File: src/hdl/bp_addr_pkg.sv
package bp_addr_pkg;

    // Width of a fetch address
    localparam int unsigned ADDR_BITS = 32;

    // Byte address of an instruction, always word aligned
    typedef logic [ADDR_BITS-1:0] addr_t;

    // Step between sequential fetches
    localparam int unsigned INSTR_BYTES = 4;

    // Low address bits below the table index
    // Always zero for aligned instructions
    localparam int unsigned OFFSET_BITS = 2;

    // Tag width left above a table index of idx_bits
    function automatic int unsigned tag_bits(int unsigned idx_bits);
        return ADDR_BITS - idx_bits - OFFSET_BITS;
    endfunction

    // Address of the first word that maps to a table index
    function automatic addr_t index_base(int unsigned idx);
        return addr_t'(idx) << OFFSET_BITS;
    endfunction

endpackage

File: src/hdl/bp_pred_pkg.sv
package bp_pred_pkg;

    // Two-bit counter, upper bit is the direction prediction
    typedef enum logic [1:0] {
        strong_nt = 2'b00,
        weak_nt   = 2'b01,
        weak_t    = 2'b10,
        strong_t  = 2'b11
    } ctr_e;

    // State of every counter after reset
    localparam ctr_e CTR_RESET = weak_nt;

    // Predicted direction of a counter
    function automatic logic ctr_pred(ctr_e state);
        return state[1];
    endfunction

    // One saturating step toward the resolved outcome
    function automatic ctr_e ctr_next(ctr_e state, logic taken);
        ctr_e next;
        unique case (state)
            strong_nt: next = taken ? weak_nt  : strong_nt;
            weak_nt:   next = taken ? weak_t   : strong_nt;
            weak_t:    next = taken ? strong_t : weak_nt;
            default:   next = taken ? strong_t : weak_t;
        endcase
        return next;
    endfunction

endpackage

File: src/hdl/bp_resolve_if.sv
`timescale 1ns/1ps

interface bp_resolve_if;

    // Resolution is present this cycle
    logic                 valid;
    // Conditional branch
    logic                 branch;
    // Unconditional jump, counts as taken
    logic                 jump;
    // Resolved direction of a branch
    logic                 taken;
    // Address of the resolved instruction
    bp_addr_pkg::addr_t   pc;
    // Resolved destination when taken
    bp_addr_pkg::addr_t   target;

    // Execute stage side
    modport producer (
        output valid, branch, jump, taken, pc, target
    );

    // Predictor tables and correction buffer
    modport consumer (
        input valid, branch, jump, taken, pc, target
    );

endinterface

File: src/hdl/branch_correction_buffer.sv
`timescale 1ns/1ps

module branch_correction_buffer #(
    parameter int unsigned IDX_BITS = 4
) (
    input  logic               clk,
    input  logic               arst_n,
    bp_resolve_if.consumer     res,
    input  bp_addr_pkg::addr_t fetch_pc,
    input  logic               fetch_fire,
    input  bp_addr_pkg::addr_t pred_next,
    output logic               mispredict,
    output bp_addr_pkg::addr_t redirect_pc
);

    localparam int unsigned DEPTH = 2 ** IDX_BITS;

    // Predicted next address of the latest fetch per index
    bp_addr_pkg::addr_t  rec_q [DEPTH];

    logic [IDX_BITS-1:0] fetch_idx;
    logic [IDX_BITS-1:0] res_idx;
    logic                res_taken;
    bp_addr_pkg::addr_t  actual_next;

    assign fetch_idx = fetch_pc[bp_addr_pkg::OFFSET_BITS +: IDX_BITS];
    assign res_idx   = res.pc[bp_addr_pkg::OFFSET_BITS +: IDX_BITS];

    // Taken branch or jump leaves the sequential path
    assign res_taken   = (res.branch && res.taken) || res.jump;
    assign actual_next = res_taken ? res.target : res.pc + bp_addr_pkg::INSTR_BYTES;

    // Compare against the record before any write at this edge
    assign mispredict  = res.valid && (actual_next != rec_q[res_idx]);
    assign redirect_pc = actual_next;

    // Reset records match the PC+4 that an empty BTB predicts
    always_ff @(posedge clk or negedge arst_n) begin
        if (!arst_n) begin
            for (int i = 0; i < DEPTH; i++) begin
                rec_q[i] <= bp_addr_pkg::index_base(i) + bp_addr_pkg::INSTR_BYTES;
            end
        end else if (fetch_fire) begin
            rec_q[fetch_idx] <= pred_next;
        end
    end

endmodule

File: src/hdl/branch_target_buffer.sv
`timescale 1ns/1ps

module branch_target_buffer #(
    parameter int unsigned IDX_BITS = 4
) (
    input  logic               clk,
    input  logic               arst_n,
    bp_resolve_if.consumer     res,
    input  bp_addr_pkg::addr_t fetch_pc,
    output logic               hit,
    output bp_addr_pkg::addr_t target
);

    localparam int unsigned DEPTH    = 2 ** IDX_BITS;
    localparam int unsigned TAG_BITS = bp_addr_pkg::tag_bits(IDX_BITS);
    localparam int unsigned TAG_LSB  = bp_addr_pkg::OFFSET_BITS + IDX_BITS;

    logic [DEPTH-1:0]         valid_q;
    logic [TAG_BITS-1:0]      tag_q    [DEPTH];
    bp_addr_pkg::addr_t       target_q [DEPTH];

    logic [IDX_BITS-1:0]      fetch_idx;
    logic [TAG_BITS-1:0]      fetch_tag;
    logic [IDX_BITS-1:0]      res_idx;
    logic [TAG_BITS-1:0]      res_tag;
    logic                     fill_en;

    // Fetch side lookup
    assign fetch_idx = fetch_pc[bp_addr_pkg::OFFSET_BITS +: IDX_BITS];
    assign fetch_tag = fetch_pc[TAG_LSB +: TAG_BITS];

    // Resolution side write address
    assign res_idx = res.pc[bp_addr_pkg::OFFSET_BITS +: IDX_BITS];
    assign res_tag = res.pc[TAG_LSB +: TAG_BITS];

    assign hit    = valid_q[fetch_idx] && (tag_q[fetch_idx] == fetch_tag);
    assign target = target_q[fetch_idx];

    // Any taken control transfer fills or replaces its entry
    assign fill_en = res.valid && ((res.branch && res.taken) || res.jump);

    always_ff @(posedge clk or negedge arst_n) begin
        if (!arst_n) begin
            valid_q <= '0;
        end else if (fill_en) begin
            valid_q[res_idx] <= 1'b1;
        end
    end

    // Tag and target of each entry
    always_ff @(posedge clk) begin
        if (fill_en) begin
            tag_q[res_idx]    <= res_tag;
            target_q[res_idx] <= res.target;
        end
    end

endmodule

File: src/hdl/fetch_pc_unit.sv
`timescale 1ns/1ps

module fetch_pc_unit #(
    parameter bp_addr_pkg::addr_t RESET_PC = '0
) (
    input  logic               clk,
    input  logic               arst_n,
    input  logic               fetch_ready,
    output logic               fetch_valid,
    output bp_addr_pkg::addr_t fetch_pc,
    input  logic               pred_taken,
    input  logic               hit,
    input  bp_addr_pkg::addr_t target,
    input  logic               mispredict,
    input  bp_addr_pkg::addr_t redirect_pc,
    output bp_addr_pkg::addr_t pred_next,
    output logic               fetch_fire
);

    bp_addr_pkg::addr_t pc_q;
    logic               valid_q;

    assign fetch_pc    = pc_q;
    assign fetch_valid = valid_q;
    assign fetch_fire  = valid_q && fetch_ready;

    // Follow the BTB only when the PHT also says taken
    assign pred_next = (pred_taken && hit) ? target : pc_q + bp_addr_pkg::INSTR_BYTES;

    // Valid rises at the first edge after reset release
    always_ff @(posedge clk or negedge arst_n) begin
        if (!arst_n) begin
            valid_q <= 1'b0;
        end else begin
            valid_q <= 1'b1;
        end
    end

    // Redirect first, then an accepted prediction
    // Stall holds the PC
    always_ff @(posedge clk or negedge arst_n) begin
        if (!arst_n) begin
            pc_q <= RESET_PC;
        end else if (mispredict) begin
            pc_q <= redirect_pc;
        end else if (fetch_fire) begin
            pc_q <= pred_next;
        end
    end

endmodule

File: src/hdl/global_history_register.sv
`timescale 1ns/1ps

module global_history_register #(
    parameter int unsigned HIST_BITS = 4
) (
    input  logic                 clk,
    input  logic                 arst_n,
    bp_resolve_if.consumer       res,
    output logic [HIST_BITS-1:0] history
);

    logic shift_en;

    // Only conditional branches enter the history
    // Jumps carry no direction information
    assign shift_en = res.valid && res.branch;

    // Newest outcome at bit 0
    // Oldest one falls off the top
    always_ff @(posedge clk or negedge arst_n) begin
        if (!arst_n) begin
            history <= '0;
        end else if (shift_en) begin
            history <= HIST_BITS'({history, res.taken});
        end
    end

endmodule

File: src/hdl/global_prediction_top.sv
`timescale 1ns/1ps

module global_prediction_top #(
    parameter int unsigned        HIST_BITS = 4,
    parameter int unsigned        IDX_BITS  = 4,
    parameter bp_addr_pkg::addr_t RESET_PC  = '0
) (
    input  logic               clk,
    input  logic               arst_n,
    input  logic               fetch_ready,
    output logic               fetch_valid,
    output bp_addr_pkg::addr_t fetch_pc,
    output logic               fetch_pred_taken,
    input  logic               res_valid,
    input  logic               res_branch,
    input  logic               res_jump,
    input  logic               res_taken,
    input  bp_addr_pkg::addr_t res_pc,
    input  bp_addr_pkg::addr_t res_target,
    output logic               mispredict
);

    logic [HIST_BITS-1:0] history;
    logic                 pht_taken;
    logic                 btb_hit;
    bp_addr_pkg::addr_t   btb_target;
    bp_addr_pkg::addr_t   pred_next;
    bp_addr_pkg::addr_t   redirect_pc;
    logic                 fetch_fire;

    // Execute stage resolution, fanned out to all trainers
    bp_resolve_if res_if ();

    assign res_if.valid  = res_valid;
    assign res_if.branch = res_branch;
    assign res_if.jump   = res_jump;
    assign res_if.taken  = res_taken;
    assign res_if.pc     = res_pc;
    assign res_if.target = res_target;

    // Same condition the fetch unit uses to pick the BTB target
    assign fetch_pred_taken = pht_taken && btb_hit;

    global_history_register #(.HIST_BITS(HIST_BITS)) u_ghr (
        .clk     (clk),
        .arst_n  (arst_n),
        .res     (res_if),
        .history (history)
    );

    pattern_history_table #(.HIST_BITS(HIST_BITS)) u_pht (
        .clk        (clk),
        .arst_n     (arst_n),
        .res        (res_if),
        .history    (history),
        .pred_taken (pht_taken)
    );

    branch_target_buffer #(.IDX_BITS(IDX_BITS)) u_btb (
        .clk      (clk),
        .arst_n   (arst_n),
        .res      (res_if),
        .fetch_pc (fetch_pc),
        .hit      (btb_hit),
        .target   (btb_target)
    );

    branch_correction_buffer #(.IDX_BITS(IDX_BITS)) u_bcb (
        .clk         (clk),
        .arst_n      (arst_n),
        .res         (res_if),
        .fetch_pc    (fetch_pc),
        .fetch_fire  (fetch_fire),
        .pred_next   (pred_next),
        .mispredict  (mispredict),
        .redirect_pc (redirect_pc)
    );

    fetch_pc_unit #(.RESET_PC(RESET_PC)) u_fetch (
        .clk         (clk),
        .arst_n      (arst_n),
        .fetch_ready (fetch_ready),
        .fetch_valid (fetch_valid),
        .fetch_pc    (fetch_pc),
        .pred_taken  (pht_taken),
        .hit         (btb_hit),
        .target      (btb_target),
        .mispredict  (mispredict),
        .redirect_pc (redirect_pc),
        .pred_next   (pred_next),
        .fetch_fire  (fetch_fire)
    );

endmodule

File: src/hdl/pattern_history_table.sv
`timescale 1ns/1ps

module pattern_history_table #(
    parameter int unsigned HIST_BITS = 4
) (
    input  logic                 clk,
    input  logic                 arst_n,
    bp_resolve_if.consumer       res,
    input  logic [HIST_BITS-1:0] history,
    output logic                 pred_taken
);

    // One counter per history pattern
    localparam int unsigned DEPTH = 2 ** HIST_BITS;

    bp_pred_pkg::ctr_e ctr_q [DEPTH];
    bp_pred_pkg::ctr_e ctr_sel;
    logic              update_en;

    // Counter picked by the current history
    assign ctr_sel = ctr_q[history];

    // Prediction from the registered table
    assign pred_taken = bp_pred_pkg::ctr_pred(ctr_sel);

    // Train on every resolved conditional branch
    assign update_en = res.valid && res.branch;

    // History is not updated speculatively
    // so the entry trained is the one predicting now
    always_ff @(posedge clk or negedge arst_n) begin
        if (!arst_n) begin
            for (int i = 0; i < DEPTH; i++) begin
                ctr_q[i] <= bp_pred_pkg::CTR_RESET;
            end
        end else if (update_en) begin
            ctr_q[history] <= bp_pred_pkg::ctr_next(ctr_sel, res.taken);
        end
    end

endmodule

File: config.mk
export PLATFORM = sky130hd
export DESIGN_NAME = global_prediction_top
export DESIGN_NICKNAME = d
export VERILOG_FILES = /design/src/hdl/bp_addr_pkg.sv /design/src/hdl/bp_pred_pkg.sv /design/src/hdl/bp_resolve_if.sv /design/src/hdl/branch_correction_buffer.sv /design/src/hdl/branch_target_buffer.sv /design/src/hdl/fetch_pc_unit.sv /design/src/hdl/global_history_register.sv /design/src/hdl/global_prediction_top.sv /design/src/hdl/pattern_history_table.sv
export SDC_FILE = /design/constraint.sdc
export NUM_CORES = 2
export LEC_CHECK = 0
export BUFFER_PORTS_ARGS = -buffer_cell sky130_fd_sc_hd__buf_2
export CELL_PAD_IN_SITES_DETAIL_PLACEMENT = 1
export CELL_PAD_IN_SITES_GLOBAL_PLACEMENT = 2
export CORE_ASPECT_RATIO = 1.4
export CORE_MARGIN = 10
export CORE_UTILIZATION = 44
export DETAILED_ROUTE_END_ITERATION = 8
export MAX_ROUTING_LAYER = met4
export PLACE_DENSITY_LB_ADDON = 0.1
export SYNTH_ARGS = -nofsm -noshare
export SYNTH_HDL_FRONTEND = slang
export SYNTH_SLANG_ARGS = --single-unit
File: constraint.sdc
create_clock -name clk -period 3.85 [get_ports clk]
set_input_delay 0.1925 -clock clk [delete_from_list [all_inputs] [get_ports clk]]
set_output_delay 0.1925 -clock clk [all_outputs]
set_load 0.1 [all_outputs]
==> impl_results.md <==
* Outcome: finished with violations
* Failing checks: setup timing
* Sum Neg Setup Slack at -140170 ps
* Max-Cap Viols at 0
* Clk buf depth at 3
* CP peak stage delay at approximately 500 ps
* Top post-synthesis cells by area: edfxtp_1 43%, dfrtp_1 21%, mux4_2 15%, mux2_2 7.4%, dfstp_2 2.0%
* Final Hold Viols at 0
* Pleak at 0.0291 uW
* FP Rows at approximately 170
* Synth area leader: edfxtp_1
* Crit. End Element: primary output
* Final worst path period share at 115%
* Placed insts at just under 6k
* GRT Total Usage at 27.2%
* Finished Layout Cells at 6267
* Seq cells post-synth at 1525
* Crit start category: flip-flop
* Worst-margin pin slew at 880 ps
* Final Critical Period at between 4000 and 5000 ps
* Primary FF master, synth: edfxtp_1
* Most frequent cells in the layout: 928 x edfxtp_1, 544 x dfrtp_1, 426 x mux4_2
* Drt wl/cell at roughly 35 um
* Largest net degree at the start of global routing at between 100 and 150
* Reg clk slew, reported paths at 60 ps
* Total wire length at between 200 and 250 mm
* Cell Area, Synth at about 65000 sq um
* Synthesized Nets at 3839
* Normalized max-slew margin at 40.9%
* DR pass1 iterations at 6
* I/O pins at 106
* TritonCTS clock tree: built
* Synthesized instance count at 3760
* Die ar. at 164000 sq um
* Grt total ovfl at 0
* Filler instances at 13.4k
* Avg Inst Size Synth at around 17 sq um
* Fin nets at about 4.3k
* Setup ws final at -568 ps
* Min Hold Slack at approximately 75 ps
* Number of CTS-inserted buffers at about 150
* Starting Density at roughly 44%
* Final ANT Viol Nets at 0
* Initial drt markers at between 3k and 4k
* Largest family of logic cells by synthesized area: multiplexers
* Hpwl dp at 136 mm
* Sequential area share after synthesis at approximately 66%
* First-pass GRT wire length at ~310 mm
* Post-Synth XOR/XNOR Area at 1.32%
* Vias at 38.3k
* IO buf count at about 110
* Util after Layout at a little over half
* Share of the synthesized area in the top cell type at 42.9%
* Die width at approximately 340 um
* Cell Chain, Critical Path: buf_12, buf_8, mux4_2, a22oi_2, nand2_2, xor2_1, or4_1, nor4_2, buf_4, nand4b_1, buf_12, buf_8, clkinvlp_4, buf_12
* CTS Sinks at about 1.5k
* Synth Area in Simple Gates at 3.96%
* Adder-Cell Fraction of Synth Area at less than 1%
* Worst Path Required at 3660 ps
* EDFF count, synth at about 930
* Async S/R FF share, synth at between 30 and 40%
* Critical Path Fanout Max at 8
* Critical path data arrival time at approximately 4200 ps
* Skew-Pair Late Insertion Delay at 830 ps
* Via density at between 6 and 7
* Post-synthesis mux area share at between 20% and 30%
* Synth cell types at 69
* Core area at between 100000 and 150000 sq um
* Slowest CP cell: dfrtp_4
* Most common cell after layout, fill and taps aside: edfxtp_1
* Most frequent CP cell: buf_12
* Max IR drop VDD at 0.568 mV
* Vias in the first global route at between 40k and 50k
* CTS H-tree depth at 4
* Clock Skew at 36.8 ps
* Syn. warnings at 0
* Routability cong. at a little over 0.9
* Area Growth Syn to Fin at 19.0%
* Highest clock rate at 226 MHz
* Fin. max-slew vios at 0
* Initial antenna violation count at 13
* Root Driver: clkbuf_16
* DRC viols at 0
* RSZ-0062 raised after global routing: yes
* Pwr dens at about 620 nW/um^2
* Synth Area in Compound Gates at roughly 2.8%
* HP Class: in -> reg
* Share of cells above drive strength 1 at 40.1%
* Critical path type: reg -> out
* Die Y at about 470 um
* Final setup vio count at 528
-- area by class of cell --
class	count	area, sq um	area share [%]
Sequential cell	1525	42900	55.4
Multi-Input combinational cell	1952	21700	28.1
Timing Repair Buffer	538	5270	6.81
Clock buffer	214	4210	5.44
Tap cell	1932	2420	3.13
Clock inverter	68	741	0.958
Inverter	26	103	0.133
Antenna cell	12	30.0	0.0388
-- sequential cells by signal (all words and copies together) (netlist names) --
register / count
u_bcb.rec_q: 512
u_btb.tag_q: 416
u_btb.target_q: 512
u_btb.valid_q: 16
u_fetch.fetch_pc: 32
u_fetch.fetch_valid: 1
u_ghr.history: 4
u_pht.ctr_q: 32
-- cell usage after synthesis, types with 9 or more instances --
master,count
a21oi_1,36
a22oi_1,15
a31oi_1,9
and2_1,26
and3_1,12
buf_1,37
buf_2,57
buf_6,10
clkbuf_1,160
dfrtp_1,548
dfstp_2,49
edfxtp_1,928
inv_1,24
mux2_2,430
mux2i_1,91
mux4_2,426
nand2_1,290
nand3_1,45
nand4_1,18
nor2_1,60
nor3_1,24
nor4_1,19
o211ai_1,10
o21ai_0,177
o22ai_1,19
or2_2,19
xnor2_1,60
xor2_1,38
-- metal layers --
| metal | GRT usage, % | vias to the layer above | share of wire (%) |
|---|---|---|---|
| li1 | - | 15600 | - |
| met1 | 34.4 | 21100 | 40 |
| met2 | 44.3 | 1307 | 50 |
| met3 | 4.48 | 350 | 5.9 |
| met4 | 9.60 | 0 | 4.0 |
| met5 | - | - | 0 |
-- cells by family (layout without fill, tap and decap cells) --
| group | Yosys count | in the layout |
|---|---|---|
| compound gates | 317 | 317 |
| xor+xnor | 98 | 98 |
| fa+ha+maj | 10 | 10 |
| buf+inv | 296 | 846 |
| flops | 1525 | 1525 |
| mux | 955 | 968 |
| other cells | 1 | 13 |
| simple gates | 558 | 558 |
-- power by group --
part | switching [uW] | internal (uW)
Clock | 6490 | 8450
Combinational | 5560 | 5440
Sequential | 1650 | 20400
-- worst paths after layout --
kind                                startpoint                to  slack (ps)  cells after the start
min                                  res_valid  u_ghr.history[3]          70                      3
max in group asynchronous               arst_n  u_btb.valid_q[5]        2980                      3
min reg2reg                   u_btb.valid_q[7]  u_btb.valid_q[7]         470                      1
max                        u_fetch.fetch_pc[2]  fetch_pred_taken        -570                     14
max reg2reg                u_fetch.fetch_pc[2]  u_bcb.rec_q[182]        -550                     17
min in group asynchronous               arst_n   u_bcb.rec_q[34]         150                      2
-- through the flow --
step | power, uW | cell area (sq um) | setup WS [ps]
floorplan | 28600 | 65200 | -50.7
global placement | 31900 | 70300 | -831
detailed placement | 32700 | 70300 | -900
CTS | 48100 | 76900 | -594
global route | 49900 | 77300 | -723
finish | 48000 | 77400 | -568
-- critical path, delay by kind of cell (launching register included) --
| family | cells | cell delay (ps) |
|---|---|---|
| buffers and inverters | 7 | 1080 |
| XOR/XNOR | 1 | 140 |
| multiplexers | 1 | 500 |
| AO/OA/AOI/OAI | 1 | 180 |
| flip-flops | 1 | 500 |
| AND/OR/NAND/NOR | 4 | 980 |
-- what timing repair did --
action	4_1_cts	5_1_grt
gates cloned	12	9
buffers inserted	31	2
setup endpoints to repair	546	546
endpoints found under the hold margin	1356	0
pin swaps	13	3
hold buffers	69	0
gates resized for setup	143	65
Note: power is estimated with default switching activity, not from simulation.
